### src/design/mem_pkg.sv
`default_nettype none

// shared widths, access codes and queue sizing for the data memory
package mem_pkg;

    // --------------------
    // widths
    // --------------------
    localparam int WORD_W      = 32;
    localparam int BYTE_ADDR_W = 12;                    // 4 KB byte space
    localparam int LANE_W      = 2;                     // byte offset inside a word
    localparam int WORD_ADDR_W = BYTE_ADDR_W - LANE_W;  // 1K words
    localparam int MEM_WORDS   = 1 << WORD_ADDR_W;
    localparam int SIZE_W      = 3;                     // funct3 field
    localparam int CREDIT_W    = 3;                     // holds 0..QUEUE_DEPTH

    // request queue, depth is a power of two so pointers wrap on their own
    localparam int QUEUE_DEPTH = 4;                     // also the credits held after reset
    localparam int QPTR_W      = $clog2(QUEUE_DEPTH);

    typedef logic [WORD_W-1:0]      word_t;
    typedef logic [BYTE_ADDR_W-1:0] byte_addr_t;
    typedef logic [WORD_ADDR_W-1:0] word_addr_t;
    typedef logic [SIZE_W-1:0]      mem_size_t;
    typedef logic [CREDIT_W-1:0]    credit_cnt_t;

    // --------------------
    // access size codes
    // --------------------
    // same encoding as the load/store funct3 field,
    // stores use only the three signed codes (sb, sh, sw)
    localparam mem_size_t MEM_LB  = 3'b000;   // byte, sign extended
    localparam mem_size_t MEM_LH  = 3'b001;   // half, sign extended
    localparam mem_size_t MEM_LW  = 3'b010;   // full word
    localparam mem_size_t MEM_LBU = 3'b100;   // byte, zero extended
    localparam mem_size_t MEM_LHU = 3'b101;   // half, zero extended

endpackage

`default_nettype wire

### src/design/mem_ctrl.sv
`default_nettype none
`timescale 1ns/1ps

// load/store sequencer in front of the ram
// loads: lane select + sign/zero extend
// sub-word stores: read, merge lane, write back
module mem_ctrl (
    input  logic                clk_i,
    input  logic                rst_n_i,
    // queue head
    input  logic                q_valid_i,
    input  logic                q_we_i,
    input  mem_pkg::mem_size_t  q_size_i,
    input  mem_pkg::byte_addr_t q_addr_i,
    input  mem_pkg::word_t      q_wdata_i,
    output logic                q_pop_o,
    // ram side, strobes active low
    output mem_pkg::word_addr_t mem_addr_o,
    output mem_pkg::word_t      mem_wdata_o,
    output logic                mem_wr_n_o,
    output logic                mem_rd_n_o,
    input  mem_pkg::word_t      mem_rdata_i,
    // load results, in request order
    output logic                resp_valid_o,
    output mem_pkg::word_t      resp_data_o
);

    typedef enum logic [1:0] {
        ST_IDLE,       // waiting on the queue
        ST_LOAD_RD,    // ram read in flight, loads and rmw stores
        ST_LOAD_RET,   // load result on the response port
        ST_MERGE_WR    // merged word being written back
    } ctrl_state_t;

    ctrl_state_t state;

    // request held while it executes
    logic                       we_r;
    mem_pkg::mem_size_t         size_r;
    logic [mem_pkg::LANE_W-1:0] lane_r;
    mem_pkg::word_t             wdata_r;

    logic word_store;   // store that skips the read

    // --------------------
    // datapath helpers
    // --------------------
    // pick the addressed lane and extend by size code
    function automatic mem_pkg::word_t load_extend(
        input mem_pkg::word_t             w,
        input logic [mem_pkg::LANE_W-1:0] lane,
        input mem_pkg::mem_size_t         sz
    );
        logic [7:0]  b;
        logic [15:0] h;
        b = w[{lane, 3'b000} +: 8];
        h = lane[1] ? w[31:16] : w[15:0];   // lane[0] ignored, aligned only
        case (sz)
            mem_pkg::MEM_LB:  return {{24{b[7]}}, b};
            mem_pkg::MEM_LBU: return {24'h0, b};
            mem_pkg::MEM_LH:  return {{16{h[15]}}, h};
            mem_pkg::MEM_LHU: return {16'h0, h};
            mem_pkg::MEM_LW:  return w;
            default:          return w;     // unused codes read as word
        endcase
    endfunction

    // drop the low bits of the store data into one lane of the old word
    function automatic mem_pkg::word_t merge_lane(
        input mem_pkg::word_t             old_w,
        input mem_pkg::word_t             wd,
        input logic [mem_pkg::LANE_W-1:0] lane,
        input mem_pkg::mem_size_t         sz
    );
        mem_pkg::word_t r;
        r = old_w;
        if (sz == mem_pkg::MEM_LB) begin
            r[{lane, 3'b000} +: 8] = wd[7:0];        // sb
        end else begin
            r[{lane[1], 4'b0000} +: 16] = wd[15:0];  // sh
        end
        return r;
    endfunction

    assign word_store = q_we_i && (q_size_i == mem_pkg::MEM_LW);

    // take the head only between requests
    assign q_pop_o = (state == ST_IDLE) && q_valid_i;

    // --------------------
    // control
    // --------------------
    always_ff @(posedge clk_i) begin
        if (!rst_n_i) begin
            state        <= ST_IDLE;
            mem_wr_n_o   <= 1'b1;
            mem_rd_n_o   <= 1'b1;
            resp_valid_o <= 1'b0;
        end else begin
            mem_wr_n_o   <= 1'b1;   // strobes are single cycle
            mem_rd_n_o   <= 1'b1;
            resp_valid_o <= 1'b0;
            case (state)
                ST_IDLE: begin
                    if (q_valid_i) begin
                        if (word_store) begin
                            mem_wr_n_o <= 1'b0;   // one cycle, stay idle
                        end else begin
                            mem_rd_n_o <= 1'b0;   // load or rmw read
                            state      <= ST_LOAD_RD;
                        end
                    end
                end
                ST_LOAD_RD: begin
                    if (we_r) begin
                        mem_wr_n_o <= 1'b0;       // write back merged word
                        state      <= ST_MERGE_WR;
                    end else begin
                        resp_valid_o <= 1'b1;
                        state        <= ST_LOAD_RET;
                    end
                end
                ST_LOAD_RET: state <= ST_IDLE;
                ST_MERGE_WR: state <= ST_IDLE;
                default:     state <= ST_IDLE;
            endcase
        end
    end

    // --------------------
    // payload
    // --------------------
    always_ff @(posedge clk_i) begin
        if (q_pop_o) begin
            we_r        <= q_we_i;
            size_r      <= q_size_i;
            lane_r      <= q_addr_i[mem_pkg::LANE_W-1:0];
            wdata_r     <= q_wdata_i;
            mem_addr_o  <= q_addr_i[mem_pkg::BYTE_ADDR_W-1:mem_pkg::LANE_W];
            mem_wdata_o <= q_wdata_i;   // used as is by word stores
        end
        if (state == ST_LOAD_RD) begin
            if (we_r) begin
                mem_wdata_o <= merge_lane(mem_rdata_i, wdata_r, lane_r, size_r);
            end else begin
                resp_data_o <= load_extend(mem_rdata_i, lane_r, size_r);
            end
        end
    end

endmodule

`default_nettype wire

### config.mk
export PLATFORM = sky130hd
export DESIGN_NAME = mem_ctrl
export DESIGN_NICKNAME = d
export VERILOG_FILES = /design/src/design/mem_pkg.sv /design/src/design/mem_ctrl.sv
export SDC_FILE = /design/constraint.sdc
export NUM_CORES = 1
export LEC_CHECK = 0
export ABC_AREA = 1
export BUFFER_PORTS_ARGS = -buffer_cell sky130_fd_sc_hd__buf_4
export CORE_ASPECT_RATIO = 0.6
export CORE_UTILIZATION = 45
export CTS_CLUSTER_SIZE = 12
export DETAILED_ROUTE_END_ITERATION = 16
export PLACE_DENSITY_LB_ADDON = 0.25
export SYNTH_ARGS = -nofsm -noshare
export SYNTH_HDL_FRONTEND = slang
export SYNTH_SLANG_ARGS = --single-unit
### constraint.sdc
create_clock -name clk_i -period 5.85 [get_ports clk_i]
set_clock_uncertainty 0.15 [all_clocks]
set_input_delay 0.585 -clock clk_i [delete_from_list [all_inputs] [get_ports clk_i]]
set_output_delay 0.585 -clock clk_i [all_outputs]
set_load 0.1 [all_outputs]
Word-level counts from Yosys, hierarchy flattened
Cells that the tools add are included.
{"block": "totals", "ramBits": 0, "romBits": 0, "memories": 0, "regBits": 101, "latch_bits": 0}
{"block": "classes", "shift": 5, "div": 0, "n_lt_le_gt_ge": 0, "multipliers": 0, "bitwise": 1, "n_mux": 17, "reduce_logical": 9, "n_eq_ne": 9, "add_sub_neg": 2}
{"operator": "two-way mux 32 bit", "n": 4}
{"operator": "one-hot mux 32 bit (4 select lines)", "n": 1}
{"operator": "bitwise mux 32 bit", "n": 2}
{"operator": "variable shift 16 x 7 -> 32 bit, first input constant", "n": 1}
{"operator": "variable shift 8 x 7 -> 32 bit, first input constant", "n": 1}
{"operator": "indexed part select 16 x 7 -> 32 bit", "n": 1}
{"operator": "indexed part select 32 x 6 -> 8 bit", "n": 1}
{"operator": "indexed part select 8 x 7 -> 32 bit", "n": 1}
{"operator": "two-way mux 16 bit", "n": 1}
{"operator": "negation 5 -> 7 bit", "n": 2}
{"operator": "== test 3 bit, second input constant", "n": 2}
{"operator": "one-hot mux 2 bit (3 select lines)", "n": 1}
{"operator": "AND reduction 2 bit", "n": 3}
{"operator": "two-way mux 1 bit", "n": 5}
{"operator": "== test 2 bit, second input constant", "n": 2}
{"operator": "two-way mux 2 bit", "n": 2}
{"operator": "inequality test 2 bit, second input constant", "n": 2}
{"operator": "== test 3 x 1 -> 1 bit, second input constant", "n": 1}
{"operator": "== test 3 x 2 -> 1 bit, second input constant", "n": 1}
{"operator": "logical NOT 3 bit", "n": 1}
{"operator": "AND reduction 3 bit", "n": 1}
{"operator": "== test 2 x 1 -> 1 bit, second input constant", "n": 1}
{"operator": "logical AND 1 bit", "n": 2}
{"operator": "logical NOT 2 bit", "n": 1}
{"operator": "3 further kinds", "n": 3}

Logic depth before layout (Yosys ltp)
{"block": "depth", "depth_word": 6, "mapped_depth": 10, "mapped_depth_nobuf": 8}

Worst setup path before layout
Ideal clock, no wire load.
{"block": "synth_timing", "path_kind": "reg2reg", "start": "reg state[1]", "end": "reg resp_data_o[0] (enable)", "synth_period_minus_slack_ns": 2.351, "path_slack_ns": 3.499, "setup_time_ns": 0.421, "path_stages_with_launch": 4, "arrival_ns": 1.780, "cell_sequence": "dfxtp_1 > inv_1 > nand2_1 > nor2_1"}
{"block": "synth_between", "elab_chain_len": 2}
{"item": "from (decl)", "line_no": "mem_ctrl.sv:35", "source": "ctrl_state_t state;"}
{"item": "from (signal assigned)", "line_no": "mem_ctrl.sv:95", "source": "state <= ST_IDLE;"}
{"item": "from (signal assigned)", "line_no": "mem_ctrl.sv:110", "source": "state <= ST_LOAD_RD;"}
{"item": "from (signal assigned)", "line_no": "mem_ctrl.sv:117", "source": "state <= ST_MERGE_WR;"}
{"item": "== test 2 x 1 -> 1 bit", "line_no": "mem_ctrl.sv:142", "source": "if (state == ST_LOAD_RD) begin"}
{"item": "AND reduction 2 bit (no source line)"}
{"item": "to (signal assigned)", "line_no": "mem_ctrl.sv:146", "source": "resp_data_o <= load_extend(mem_rdata_i, lane_r, size_r);"}
{"item": "to (decl)", "line_no": "mem_ctrl.sv:25", "source": "output mem_pkg::word_t resp_data_o"}
Every way passes these cells.
A chain may end at the register's enable or synchronous reset.

Worst setup path in the final report
{"block": "layout_timing", "start": "reg size_r[1]", "end": "reg resp_data_o[22], data pin"}
{"block": "layout_between", "elab_chain_len": 2, "word_cells_on_any_way": 5}
{"item": "from (decl)", "line_no": "mem_ctrl.sv:39", "source": "mem_pkg::mem_size_t size_r;"}
{"item": "from (signal assigned)", "line_no": "mem_ctrl.sv:136", "source": "size_r <= q_size_i;"}
{"item": "== test 3 bit, or another cell as far along", "line_no": "mem_ctrl.sv:58", "source": "case (sz)"}
{"item": "one-hot mux 32 bit (4 select lines) *", "line_no": "mem_ctrl.sv:58"}
Every way passes the cells marked *; elsewhere a longest branch is shown, timed or not.

==> results_dict.tcl <==
set metrics [dict create \
    io-pin-count 161 \
    die_h_um 86.9 \
    min_path_type "primary input to register" \
    worst_setup_hold_path_clk_slew_ns 0.07 \
    route.met3.wl_mm 1.29 \
    critical_path_peak_fanout 57 \
    drc 0 \
    vias_per_cell 5.26 \
    cts_sinks 101 \
    fp.coreArea_mm2 0.0115 \
    syn_area_per_cell_um2 7.69 \
    worstPathArrival_ns 3.12 \
    worst-slew-pin-transition_ns 1.07 \
    crit_chain "nor2_2 -> nand2_2 -> inv_2 -> nand2_2 -> nand3_1" \
    worst_path_largest_cell_delay_ns 1.01 \
    static-leakage-power_nw 3.18 \
    final_design_area_no_fill_mm2 0.00692 \
    top_signal_layer_used "met4" \
    crit_type "register to register" \
    drt-pass1-iter-count 6 \
    antenna_cells_inserted 0 \
    max_capacitance_violation_count 0 \
    number_of_register_bits_inferred_by_synthesis 101 \
    cts_root_buffer "clkbuf_16" \
    slew_headroom_pct 28.7 \
    route.antenna.remaining_nets 0 \
    period_needed_ns 3.20 \
    share_of_synthesized_area_occupied_by_flip_flops_and_latches_pct 49.3 \
    max_slew_violations 0 \
    die_area_mm2 0.0125 \
    placement.cell_area_mm2 0.00663 \
    worst_setup_path_start_kind "register" \
    route.detailed.wl_per_inst_um 16.0 \
    cell_repeated_most_along_the_worst_path "nand2_2" \
    power_per_standard_cell_area_mw_per_mm2 355 \
    global_route.usage.total_pct 25.9 \
    drt_iter0_drc 510 \
    ctsHoldBuffers 0 \
    grt_remaining_overflow 0 \
    synthesis.yosys.warnings 0 \
    cp_capture_type "register" \
    grt_setup_unrepaired "no" \
    cts_setup_buffers 0 \
    floorplan.initialDensity_pct 47.0 \
    areaGrowthSynthToFinish_pct 28.0 \
    clkLatencyLatePin_ns 0.35 \
    synth_cell_type_count 25 \
    global_route_wire_length_before_repair_mm 24.3 \
    period_share_pct 54.8 \
    layout.cells.most_common "nand2_1" \
    drt-met1-wl_mm 7.62 \
    final_layout_size_suffix_gt1_share_pct 22.9 \
    final_wirelength_mm 16.1 \
    post_synth_inst_count 703 \
    vdd_ir_drop_max_mv 0.313 \
    timing.critical_path.slowest_stage_cell "edfxtp_1" \
    htree_num_levels 3 \
    cp.buffers_inverters 1 \
    multi_input_area_mm2 0.00226 \
    postSynthNetCount 791 \
    utilization_pct 60.2 \
    hpwl_mm 11.9 \
    cts.repair.resized 0 \
    finalSetupViolCount 0 \
    maximum_frequency_from_static_timing_analysis_mhz 312 \
    gp_congestion 0.870 \
    fillers 1040 \
    max_clock_buf_depth 2 \
    outcome "completed" \
    layout.nets 929 \
    met2_length_mm 7.01 \
    tns_ns 0 \
    place.port_buffers 160 \
    horizontal_die_dimension_um 143 \
    mostFrequentLayoutCells "nand2_1 (236), buf_4 (165), inv_1 (65), a21oi_1 (65), edfxtp_1 (64)" \
    critical-path-top-delay-family "simple AND/OR/NAND/NOR gates" \
    finalHoldViolations 0 \
    tritoncts.num_buffers 9 \
    initial_antenna_violation_count 0 \
    grt_pass1_vias 4748 \
    cts_tree "done" \
    post_layout_nonfiller_instances 1006 \
    pin_count_of_the_biggest_net_entering_global_routing 58 \
    placement_rows 30 \
    syn-cell-area_mm2 0.00540 \
    dp.cells 990 \
    required_time_worst_endpoint_ns 5.77 \
    dr_total_vias 5294 \
    area.sequential_mm2 0.00266 \
]
[Yosys cell counts, drive strengths merged]
master    n  area [µm²]
a21oi    65         325
a31oi    15        93.8
buf      25         168
clkbuf   13        48.8
clkinv    2        7.51
dfxtp    37         741
edfxtp   64        1920
ha        5        62.6
inv      68         255
nand2   239         905
nand3    46         230
nand4    12        75.1
nor2     38         158
nor3     13        75.1
o211ai   12        90.1
o21ai    47         235
or2       2        12.5
[metrics by stage]
step / hold WS (ns) / power (mW) / worst slack, ns
final: 0.256 / 2.46 / 2.65
after global routing: 0.249 / 2.55 / 2.33
after CTS: 0.251 / 2.47 / 2.72
after detailed placement: 0.333 / 1.89 / 2.73
after global placement: 0.343 / 1.87 / 2.90
after floorplan: 0.294 / 1.66 / 3.50
[final cells by class]
| type | count | share of cell area, % |
|---|---|---|
| Tap cell | 160 | 2.89 |
| Multi-Input combinational cell | 494 | 32.7 |
| Inverter | 70 | 3.80 |
| Clock inverter | 4 | 0.452 |
| Clock buffer | 12 | 3.71 |
| Timing Repair Buffer | 165 | 17.9 |
| Sequential cell | 101 | 38.5 |
[layer usage]
layer / vias to the layer above / GRT usage [%]
met5: - / 0
li1: 2609 / -
met2: 237 / 40.1
met1: 2428 / 37.2
met3: 20 / 4.95
met4: 0 / 6.87
[flip-flops by register name, summed over array words and instances (netlist names)]
| name | flops |
|---|---|
| mem_wdata_o | 32 |
| resp_data_o | 32 |
| wdata_r | 16 |
| mem_addr_o | 10 |
| size_r | 3 |
| lane_r | 2 |
| state | 2 |
| mem_rd_n_o | 1 |
| mem_wr_n_o | 1 |
| resp_valid_o | 1 |
| we_r | 1 |
[power breakdown]
part	internal, mW	switching, mW
Sequential	0.854	0.0495
Clock	0.315	0.268
Combinational	0.215	0.757
Total	1.38	1.07
[logic make-up (layout without fill, tap and decap cells)]
family	Yosys count	in the layout	synth area share [%]
AOI/OAI and AO/OA	139	139	13.8
buffers and inverters	108	251	8.87
and+or+nand+nor	350	350	26.9
adders and majority gates	5	5	1.16
DFF	101	101	49.3
[final timing paths]
path	from	endpoint	slack [ns]	cells after the start
worst max-delay path	size_r[1]	resp_data_o[22]	2.65	5
worst min-delay path	q_addr_i[1]	lane_r[1]	0.26	1
worst max register to register	size_r[1]	resp_data_o[22]	2.65	5
worst min register to register	we_r	resp_valid_o	0.35	1
Note: power is estimated with default switching activity, not from simulation.
