`src/design/mem_pkg.sv`:
```
`default_nettype none

// shared widths, access codes and queue sizing for the data memory
package mem_pkg;

    // --------------------
    // widths
    // --------------------
    localparam int WORD_W      = 32;
    localparam int BYTE_ADDR_W = 12;                    // 4 KB byte space
    localparam int LANE_W      = 2;                     // byte offset inside a word
    localparam int WORD_ADDR_W = BYTE_ADDR_W - LANE_W;  // 1K words
    localparam int MEM_WORDS   = 1 << WORD_ADDR_W;
    localparam int SIZE_W      = 3;                     // funct3 field
    localparam int CREDIT_W    = 3;                     // holds 0..QUEUE_DEPTH

    // request queue, depth is a power of two so pointers wrap on their own
    localparam int QUEUE_DEPTH = 4;                     // also the credits held after reset
    localparam int QPTR_W      = $clog2(QUEUE_DEPTH);

    typedef logic [WORD_W-1:0]      word_t;
    typedef logic [BYTE_ADDR_W-1:0] byte_addr_t;
    typedef logic [WORD_ADDR_W-1:0] word_addr_t;
    typedef logic [SIZE_W-1:0]      mem_size_t;
    typedef logic [CREDIT_W-1:0]    credit_cnt_t;

    // --------------------
    // access size codes
    // --------------------
    // same encoding as the load/store funct3 field,
    // stores use only the three signed codes (sb, sh, sw)
    localparam mem_size_t MEM_LB  = 3'b000;   // byte, sign extended
    localparam mem_size_t MEM_LH  = 3'b001;   // half, sign extended
    localparam mem_size_t MEM_LW  = 3'b010;   // full word
    localparam mem_size_t MEM_LBU = 3'b100;   // byte, zero extended
    localparam mem_size_t MEM_LHU = 3'b101;   // half, zero extended

endpackage

`default_nettype wire

```
`src/design/req_queue.sv`:
```
`default_nettype none
`timescale 1ns/1ps

// request fifo sitting behind the credit interface
module req_queue (
    input  logic                clk_i,
    input  logic                rst_n_i,
    // enqueue side, one slot guaranteed by the credit held
    input  logic                push_i,
    input  logic                we_i,
    input  mem_pkg::mem_size_t  size_i,
    input  mem_pkg::byte_addr_t addr_i,
    input  mem_pkg::word_t      wdata_i,
    // head of queue
    input  logic                pop_i,
    output logic                valid_o,
    output logic                we_o,
    output mem_pkg::mem_size_t  size_o,
    output mem_pkg::byte_addr_t addr_o,
    output mem_pkg::word_t      wdata_o,
    // one pulse per freed slot
    output logic                credit_o
);

    // entry storage
    logic                we_q    [mem_pkg::QUEUE_DEPTH];
    mem_pkg::mem_size_t  size_q  [mem_pkg::QUEUE_DEPTH];
    mem_pkg::byte_addr_t addr_q  [mem_pkg::QUEUE_DEPTH];
    mem_pkg::word_t      wdata_q [mem_pkg::QUEUE_DEPTH];

    logic [mem_pkg::QPTR_W-1:0] wr_ptr;
    logic [mem_pkg::QPTR_W-1:0] rd_ptr;
    mem_pkg::credit_cnt_t       count;   // occupancy

    // --------------------
    // pointers and count
    // --------------------
    always_ff @(posedge clk_i) begin
        if (!rst_n_i) begin
            wr_ptr   <= '0;
            rd_ptr   <= '0;
            count    <= '0;
            credit_o <= 1'b0;
        end else begin
            credit_o <= pop_i;                    // slot freed, hand the credit back
            if (push_i) wr_ptr <= wr_ptr + 1'b1;  // wraps at depth
            if (pop_i)  rd_ptr <= rd_ptr + 1'b1;
            case ({push_i, pop_i})
                2'b10:   count <= count + 1'b1;
                2'b01:   count <= count - 1'b1;
                default: count <= count;          // both or neither
            endcase
        end
    end

    // payload, written at the tail
    always_ff @(posedge clk_i) begin
        if (push_i) begin
            we_q[wr_ptr]    <= we_i;
            size_q[wr_ptr]  <= size_i;
            addr_q[wr_ptr]  <= addr_i;
            wdata_q[wr_ptr] <= wdata_i;
        end
    end

    // head fields straight off the read pointer
    assign valid_o = (count != '0);
    assign we_o    = we_q[rd_ptr];
    assign size_o  = size_q[rd_ptr];
    assign addr_o  = addr_q[rd_ptr];
    assign wdata_o = wdata_q[rd_ptr];

endmodule

`default_nettype wire

```
`config.mk`:
```
export PLATFORM = sky130hd
export DESIGN_NAME = req_queue
export DESIGN_NICKNAME = d
export VERILOG_FILES = /design/src/design/mem_pkg.sv /design/src/design/req_queue.sv
export SDC_FILE = /design/constraint.sdc
export NUM_CORES = 1
export LEC_CHECK = 0
export BUFFER_PORTS_ARGS = -buffer_cell sky130_fd_sc_hd__buf_2
export CAP_MARGIN = 40
export CORE_AREA = 2 2 117 119
export CTS_BUF_LIST = sky130_fd_sc_hd__clkbuf_16
export DETAILED_ROUTE_END_ITERATION = 8
export DIE_AREA = 0 0 119 121
export PLACE_DENSITY = 0.78
export SLEW_MARGIN = 0
export SYNTH_ARGS = -nofsm -noshare
export SYNTH_HDL_FRONTEND = slang
export SYNTH_SLANG_ARGS = --single-unit
```
`constraint.sdc`:
```
create_clock -name clk_i -period 2.66 [get_ports clk_i]
set_clock_uncertainty 0.1 [all_clocks]
set_input_delay 0.532 -clock clk_i [delete_from_list [all_inputs] [get_ports clk_i]]
set_output_delay 0.532 -clock clk_i [all_outputs]
set_load 0.05 [all_outputs]
```
-- Word level (Yosys, flattened, before mapping)
Memory sizes are Yosys's and may differ from the RTL's. A register that Yosys moved wholly into a read port is not among the register bits.
Cells that the tools add are included.
W data, S select, Z words.
- $add $sub $neg: 4
- eq/ne operators: 2
- mux-type cells: 11
- reduce and logical (&&, ||, !) cells: 2
- operators by type and width (cell ; count):
    $mux W2 ; 8
    $pmux W3 S2 ; 1
    $add A2 B1 Y2 const B ; 2
    $add A3 B1 Y3 const B ; 1
    $reduce_bool A3 Y1 ; 1
    $sub A3 B1 Y3 const B ; 1
    $eq A2 B1 Y1 const B ; 1
    $eq A2 B2 Y1 const B ; 1
    $mux W1 ; 2
    $reduce_bool A2 Y1 ; 1
- register bits after elaboration: 8
- memory bits (writable): 192
- input bits: 52
- output and inout bits: 50
- word-level logic and storage cells: 27
- memories kept: 4
- memories (name ; words ; bits a word ; read ports ; clocked after memory_dff ; write ports ; line ; text):
    wdata_q ; 4 ; 32 ; 1 ; 1 ; 1 ; req_queue.sv:29 ; mem_pkg::word_t wdata_q [mem_pkg::QUEUE_DEPTH];
    addr_q ; 4 ; 12 ; 1 ; 1 ; 1 ; req_queue.sv:28 ; mem_pkg::byte_addr_t addr_q [mem_pkg::QUEUE_DEPTH];
    size_q ; 4 ; 3 ; 1 ; 1 ; 1 ; req_queue.sv:27 ; mem_pkg::mem_size_t size_q [mem_pkg::QUEUE_DEPTH];
    we_q ; 4 ; 1 ; 1 ; 1 ; 1 ; req_queue.sv:26 ; logic we_q [mem_pkg::QUEUE_DEPTH];

-- Logic depth before layout (Yosys ltp)
Gate-level depths: netlist of the first run.
- depth after elaboration: 3
- mapped depth: 6
- depth with buffers taken out: 6

-- Worst setup path before layout of the first run
No wires, ideal clock.
- path type: flip-flop to flip-flop
- from: reg wr_ptr[0] (netlist name)
- to: mem addr_q[2][0] (netlist name), enable pin
- library setup time: 410 ps
- arrival time: 1688 ps
- required time: 2150 ps
- setup slack: 461 ps
- stages on the path, launching flop included: 4
- path buffers: 0
- period minus slack after synthesis: 2199 ps
- cells stage by stage: dfxtp_1 > inv_1 > ha_1 > and2_1
- RTL lines (what ; line ; text):
    start, declared ; req_queue.sv:31 ; logic [mem_pkg::QPTR_W-1:0] wr_ptr;
    start signal, assigned ; req_queue.sv:46 ; if (push_i) wr_ptr <= wr_ptr + 1'b1;
    end, declared ; req_queue.sv:28 ;
No word-level cell before the write port.

==> results of run 1 <==
power groups by stage:
stage	clock, mW	sequential [mW]	combinational [mW]
CTS	2.60	3.70	1.06
finish	2.54	3.70	1.04
global placement	0	3.77	1.02
global route	2.73	3.71	1.10
floorplan	0	3.75	0.777
detailed placement	0	3.78	1.04
layer usage:
layer  track usage (%)  share of wire [%]  wire [um]
met3              3.95                6.5        813
met5                 0                  0          0
met4              4.24                1.2        148
met1              24.8                 42       5240
met2              29.6                 50       6270
layout make-up:
cell class                 count  area share (%)
clock buffer                  21            5.94
tap                          176            2.49
clock inverter                16           0.806
multi-input combinational     78            15.1
inverter                       3           0.127
sequential                   202            67.5
timing repair buffer         115            8.03
final timing paths:
kind | startpoint | cells past startpoint | slack, ns | to
worst max-delay path | flip-flop | 3 | 0.09 | wdata_o[25]
worst min-delay path | addr_i[4] | 1 | 0.16 | addr_q[2][4]$_DFFE_PP_
worst max register to register | wr_ptr[0]$_SDFFE_PN0P_ | 4 | 0.91 | addr_q[2][3]$_DFFE_PP_
worst min register to register | count[2]$_SDFFE_PN0P_ | 2 | 0.40 | count[2]$_SDFFE_PN0P_
worst max-delay path: stages, from the launching register on:
cell and delay (ns):
dfxtp_2 0.64, buf_12 0.24, mux4_2 0.33, buf_2 0.23
kinds of logic (layout without fill, tap and decap cells):
| family | after synthesis | in the layout | share of synthesized area [%] |
|---|---|---|---|
| XOR/XNOR | 5 | 5 | 0.594 |
| adder cells (fa/ha/maj) | 6 | 6 | 1.12 |
| flip-flops | 202 | 202 | 80.8 |
| AO/OA/AOI/OAI | 2 | 2 | 0.170 |
| AND/OR/NAND/NOR | 15 | 15 | 1.24 |
| buffers and inverters | 13 | 155 | 1.12 |
| multiplexers | 50 | 50 | 14.9 |
cells in the mapped netlist:
cell      instances
dfxtp_1          10
a21boi_0          1
buf_6             3
xnor2_1           3
buf_2             3
inv_1             3
clkbuf_1          2
xor2_1            2
or3_1             2
fa_1              1
buf_4             2
ha_1              5
and2_1           10
nand2_1           1
o21ai_0           1
mux2i_1           2
nor2b_1           2
mux4_2           48
edfxtp_1        192
registers in the layout, indices dropped and copies added (netlist names), named ones only:
| name | count |
|---|---|
| addr_q | 48 |
| count | 3 |
| credit_o | 1 |
| rd_ptr | 2 |
| size_q | 12 |
| wdata_q | 128 |
| we_q | 4 |
| wr_ptr | 2 |
stage by stage:
step                      hold slack [ns]  setup slack, ns
after floorplan                     0.360            0.461
after global placement              0.374            0.439
after detailed placement            0.397            0.432
after CTS                           0.145           0.0438
after global routing                0.147           0.0114
final                               0.160           0.0857
cell usage in the layout (no fill, tap or decap), drive strengths merged:
| cell type | netlist | routed |
|---|---|---|
| a21boi | 1 | 1 |
| and2 | 10 | 10 |
| buf | 8 | 115 |
| clkbuf | 2 | 21 |
| clkinv | 0 | 9 |
| dfxtp | 10 | 10 |
| edfxtp | 192 | 192 |
| fa | 1 | 1 |
| ha | 5 | 5 |
| inv | 3 | 10 |
| mux2i | 2 | 2 |
| mux4 | 48 | 48 |
| nand2 | 1 | 1 |
| nor2b | 2 | 2 |
| o21ai | 1 | 1 |
| or3 | 2 | 2 |
| xnor2 | 3 | 3 |
| xor2 | 2 | 2 |
timing repair:
| item | CTS | global route |
|---|---|---|
| endpoints found under the setup margin | 34 | 0 |
| buffers inserted | 4 | 0 |
| hold buffers | 0 | 0 |
==> reports/metrics.csv, run 1 <==
stage,metric,value,unit
status,outcome,"finished, final reports clean",
timing,fin crit share,96.8,%
clocking,clock transition time at the flip-flop clock pins of the worst setup and hold paths,0.06,ns
grt,global-route wire length before repair,19.6,mm
timing,maximum clock frequency,388,MHz
timing,number of pins with negative max-slew slack in the final report,0,
detailed_routing,number of detailed-routing iterations run before antenna repair,4,
placement,Post-DP HPWL,7.57,mm
pwr,power per standard cell area,823,nW/um2
clocking,CTS tree,yes,
clocking,H-tree level count,1,
layout,fraction of final layout cells with drive strength greater than 1,44.4,%
run,total of max-cap violations,0,
timing,Worst slew margin,66.6,%
setup_path,arrival time at the worst endpoint,1.94,ns
timing,Worst Tran Pin Value,0.501,ns
detailed_routing,Via Count,3401,
setup_path,worst setup path class,flip-flop to primary output,
yosys,syn avg cell area,25.2,um2
clocking,root buf cell,clkbuf_16,
floorplan,area enclosed by the die boundary,14400,um2
layout,combined area of the multi-input logic cells,1340,um2
pwr,Final Power,7.28,mW
yosys,portion of synthesized cell area occupied by the leading cell type,78.1,%
pwr,Switch Pwr,1.86,mW
pwr,fraction of power consumed by combinational cells,14.3,%
timing,unrepaired setup endpoints after global routing,no,
layout,post-route cell area,8850,um2
setup_path,required time of the critical path,2.03,ns
yosys,post-synthesis cell count,293,
floorplan,Initial Util,56.4,%
layout,post-synthesis to final-layout area growth,19.9,%
floorplan,floorplan die height,121,um
detailed_routing,post-DR vias/cell,5.57,
yosys,number of distinct library cells after synthesis,19,
yosys,post-synthesis cell type with the largest combined area,edfxtp_1,
timing,total count of hold-check failures in the final report,0,
timing,number of failing setup endpoints in the final timing report,0,
clocking,number of buffers inserted during clock tree synthesis,21,
placement,Area after DPL,8220,um2
pwr,switching part of the total power,25.6,%
yosys,post-synthesis instance area,7380,um2
timing,total negative slack for setup checks,0,ns
yosys,Yosys warning total,0,
yosys,share of the yosys chip area belonging to registers,80.8,%
layout,antenna fix cells,0,
floorplan,num rows,42,
grt,number of antenna violations at the first check in global routing,0,
pwr,sequential fraction of design power,50.8,%
floorplan,width of the chip,119,um
detailed_routing,average routed wire per standard cell,20.4,um
clocking,clk sink count,202,
layout,share of the core filled with cells in the final layout,67.6,%
setup_path,endpoint kind of the worst setup timing path,primary output,
pwr,maximum VDD drop,0.000509,V
layout,final-stage net count,479,
layout,filler cell count,841,
detailed_routing,Routed Antenna Nets,0,
layout,register cell area after layout,5970,um2
placement,placed cell count,570,
pwr,internal power,5.42,mW
layout,"count of placed standard cells in the final layout, fillers left out",611,
grt,number of global-route vias before repair,3659,
yosys,#FFs+latches synth,202,
grt,maximum number of pins on one net before global-route repair,49,
yosys,"Net Count, Synth",351,
clocking,insertion delay of the later-clocked pin in the worst-skew pair,0.48,ns
floorplan,number of top-level pins,102,
floorplan,area of the core,13100,um2
hold_path,worst hold-check path type,input port to flip-flop,
grt,leftover overflow at the end of global routing,0,
setup_path,type of origin of the critical path,flip-flop,
placement,number of input and output port buffers inserted,101,
placement,Routability Congestion,0.664,
timing,post-layout min period,2.57,ns
pwr,share of power burned in the clock network,34.8,%
setup_path,worst-path fanout max,18,
detailed_routing,# DRC,0,
pwr,Leak,3.05,nW
yosys,"top cells by area, synth","edfxtp_1 (78%), mux4_2 (15%), dfxtp_1 (2.7%)",
grt,global-route total usage across every layer,17.9,%
detailed_routing,First DRT Iteration DRCs,300,
clocking,count of cells resized by post-cts repair,0,
detailed_routing,"wirelength, routed",12.5,mm
clocking,CTS max path bufs,3,
(Power assumes the default switching activity.)
==> run 2, diff against run 1 <==
ABC_AREA = 1   (was not set)
CTS_BUF_LIST = sky130_fd_sc_hd__clkbuf_8   (was sky130_fd_sc_hd__clkbuf_16)
PLACE_DENSITY = 0.81   (was 0.78)
==> run 2 against run 1 <==
  * Power down 4.6%
  * Die area unchanged
  * Final area up 1.5%
  * Sequential share of layout area down 0.96 points
  * Area after synthesis increased by 3.5%
  * Critical path type unchanged
  * Critical endpoint is now we_o
  * Largest cell class unchanged
  * Highest routed layer unchanged
==> reports/metrics.csv, run 2 <==
stage,metric,value,unit,change
status,outcome,"finished, final reports clean",,unchanged
clocking,insertion delay of the later-clocked pin in the worst-skew pair,0.53,ns,was 0.48 ns
detailed_routing,average routed wire per standard cell,18.3,um,was 20.4 um
detailed_routing,highest metal layer used by the detailed router,met4,,unchanged
layout,registers with the highest flip-flop counts,"wdata_q: 128 flops, addr_q: 48 flops, size_q: 12 flops",,unchanged
hold_path,hold wc startpoint,wdata_i[5],,was addr_i[4]
setup_path,worst setup path class,flip-flop to primary output,,unchanged
yosys,post-synthesis cell type with the largest combined area,edfxtp_1,,unchanged
detailed_routing,M1 WL,6.60,mm,was 5.24 mm
grt,maximum number of pins on one net before global-route repair,53,,was 49
yosys,top_reg_cell synth,edfxtp_1,,unchanged
yosys,post-synthesis cell count,525,,was 293
detailed_routing,Routed Antenna Nets,0,,unchanged
clocking,H-tree level count,1,,unchanged
layout,post-synthesis to final-layout area growth,17.5,%,was 19.9%
placement,post-placement setup slack,0.365,ns,was 0.432 ns
clocking,number of buffers inserted during clock tree synthesis,30,,was 21
layout,top register by number of flip-flops,wdata_q,,unchanged
yosys,post-synthesis instance area,7640,um2,was 7380 um2
layout,number of flip-flops in the largest register,128,,unchanged
setup_path,worst-path fanout max,7,,was 18
yosys,number of enable flip-flop cells after synthesis,192,,unchanged
pwr,Switch Pwr,1.86,mW,about the same
setup_path,arrival time at the worst endpoint,1.99,ns,was 1.94 ns
grt,global-route total usage across every layer,21.4,%,was 17.9%
floorplan,num rows,42,,unchanged
clocking,cts hold-fix bufs,0,,unchanged
pwr,share of power burned in the clock network,33.0,%,was 34.8%
pwr,power per standard cell area,774,nW/um2,was 823 nW/um2
timing,number of pins with negative max-slew slack in the final report,0,,unchanged
yosys,share of the yosys chip area belonging to registers,78.1,%,was 80.8%
yosys,most frequently used cell type in the post-synthesis netlist,edfxtp_1,,unchanged
layout,final-stage net count,710,,was 479
grt,number of antenna violations at the first check in global routing,2,,was 0
yosys,"Net Count, Synth",583,,was 351
pwr,fraction of power consumed by combinational cells,14.1,%,was 14.3%
timing,total negative slack for setup checks,0,ns,unchanged
setup_path,endpoint kind of the worst setup timing path,primary output,,unchanged
setup_path,R2R Path Start,wr_ptr[0]$_SDFFE_PN0P_,,unchanged
timing,number of failing setup endpoints in the final timing report,0,,unchanged
placement,number of input and output port buffers inserted,101,,unchanged
timing,Worst Tran Pin Value,0.434,ns,was 0.501 ns
yosys,Yosys warning total,0,,unchanged
detailed_routing,# DRC,0,,unchanged
clocking,CTS max path bufs,3,,unchanged
timing,Worst slew margin,71.0,%,was 66.6%
floorplan,number of top-level pins,102,,unchanged
layout,post-route cell area,8980,um2,was 8850 um2
pwr,Leak,3.30,nW,was 3.05 nW
floorplan,area of the core,13100,um2,unchanged
placement,Area after DPL,8310,um2,was 8220 um2
pwr,switching part of the total power,26.8,%,was 25.6%
timing,maximum clock frequency,381,MHz,was 388 MHz
placement,Post-DP HPWL,9.25,mm,was 7.57 mm
detailed_routing,total met2 wirelength after detailed routing,7.76,mm,was 6.27 mm
placement,Routability Congestion,0.732,,was 0.664
setup_path,type of origin of the critical path,flip-flop,,unchanged
detailed_routing,Via Count,4688,,was 3401
yosys,#FFs+latches synth,202,,unchanged
detailed_routing,post-DR vias/cell,5.49,,was 5.57
layout,fraction of final layout cells with drive strength greater than 1,26.9,%,was 44.4%
detailed_routing,number of detailed-routing iterations run before antenna repair,4,,unchanged
layout,most used cells in the layout excluding fill and tap cells,"edfxtp_1 (192), nor2_1 (95), buf_2 (94), o21ai_0 (93), o22ai_1 (48)",,"was edfxtp_1 (192), buf_2 (101), mux4_2 (48), clkbuf_16 (21)"
yosys,"top cells by area, synth","edfxtp_1 (75%), o21ai_0 (6.1%), nor2_1 (4.7%)",,"was edfxtp_1 (78%), mux4_2 (15%), dfxtp_1 (2.7%)"
detailed_routing,"wirelength, routed",15.6,mm,was 12.5 mm
timing,fin crit share,98.7,%,was 96.8%
layout,share of the core filled with cells in the final layout,68.6,%,was 67.6%
detailed_routing,First DRT Iteration DRCs,436,,was 300
clocking,clk sink count,202,,unchanged
floorplan,width of the chip,119,um,unchanged
yosys,syn avg cell area,14.6,um2,was 25.2 um2
placement,placed cell count,791,,was 570
layout,"count of placed standard cells in the final layout, fillers left out",854,,was 611
yosys,portion of synthesized cell area occupied by the leading cell type,75.5,%,was 78.1%
grt,global-route wire length before repair,23.9,mm,was 19.6 mm
timing,final hold slack,0.107,ns,was 0.160 ns
grt,leftover overflow at the end of global routing,0,,unchanged
floorplan,floorplan die height,121,um,unchanged
pwr,maximum VDD drop,0.000456,V,was 0.000509 V
timing,min setup slack post-route,0.0342,ns,was 0.0857 ns
yosys,Synth top cells by count,"edfxtp_1 (192), nor2_1 (95), o21ai_0 (93), o22ai_1 (48), inv_1 (13)",,"was edfxtp_1 (192), mux4_2 (48), and2_1 (10), dfxtp_1 (10), ha_1 (5)"
timing,total count of hold-check failures in the final report,0,,unchanged
floorplan,area enclosed by the die boundary,14400,um2,unchanged
grt,number of global-route vias before repair,4728,,was 3659
hold_path,worst hold-check path type,input port to flip-flop,,unchanged
clocking,root buf cell,clkbuf_8,,was clkbuf_16
pwr,Final Power,6.95,mW,was 7.28 mW
detailed_routing,amount of wire on met3 after detailed routing,978,um,was 813 um
yosys,share of flip-flops with an asynchronous set or reset,0,%,unchanged
pwr,internal power,5.09,mW,was 5.42 mW
pwr,sequential fraction of design power,52.9,%,was 50.8%
floorplan,Initial Util,58.4,%,was 56.4%
clocking,CTS tree,yes,,unchanged
layout,"commonest non-fill, non-tap cell in the layout",edfxtp_1,,unchanged
clocking,clock transition time at the flip-flop clock pins of the worst setup and hold paths,0.06,ns,about the same
yosys,number of distinct library cells after synthesis,22,,was 19
setup_path,required time of the critical path,2.03,ns,about the same
run,total of max-cap violations,0,,unchanged
timing,post-layout min period,2.63,ns,was 2.57 ns
## run 2: path summary, 6_finish.rpt
path	cells past startpoint	end	slack, ns
setup / recovery	5	we_o	0.03
hold / removal	1	wdata_q[2][5]$_DFFE_PP_	0.11
setup reg to reg	5	addr_q[2][3]$_DFFE_PP_	1.10
hold reg to reg	1	flip-flop	0.35
## run 2: cells by family (layout without fill, tap and decap cells)
kind of cell    Yosys count  in the layout  synth area share [%]
flops                   202            202                  78.1
compound gates          154            154                  10.9
fa+ha+maj                 6              6                  1.08
simple gates            117            117                  6.11
other cells               0              2                     0
buf+inv                  46            197                  3.85
## run 2: repair_timing
| action | CTS | global route |
|---|---|---|
| setup buffers | 1 | 4 |
| resized for setup | 5 | 10 |
| setup endpoints to repair | 41 | 21 |
## run 2: critical path: stages, from the launching register on
cell	delay [ns]
dfxtp_4	0.47
buf_2	0.22
buf_4	0.15
o21ai_0	0.10
o22ai_1	0.23
buf_2	0.31
## run 2: final cells by class
class | instances | area, um2
Multi-Input combinational cell | 277 | 1380
Clock inverter | 20 | 77.6
Clock buffer | 36 | 495
Tap cell | 176 | 220
Inverter | 15 | 82.6
Sequential cell | 202 | 5970
Fill cell | 905 | 4110
Antenna cell | 2 | 5.00
Timing Repair Buffer | 126 | 743
## run 2: power by group through the flow
stage | Sequential (mW) | Combinational [mW] | Clock (mW)
floorplan | 3.73 | 0.695 | 0
global placement | 3.74 | 0.922 | 0
detailed placement | 3.75 | 0.949 | 0
CTS | 3.68 | 0.964 | 2.33
global route | 3.68 | 1.05 | 2.50
finish | 3.68 | 0.980 | 2.29
## run 2: metal layers
layer	track usage (%)	vias to the layer above
li1	-	2211
met1	27.8	2305
met2	36.0	150
met3	5.22	22
met4	6.92	0
met5	0	-
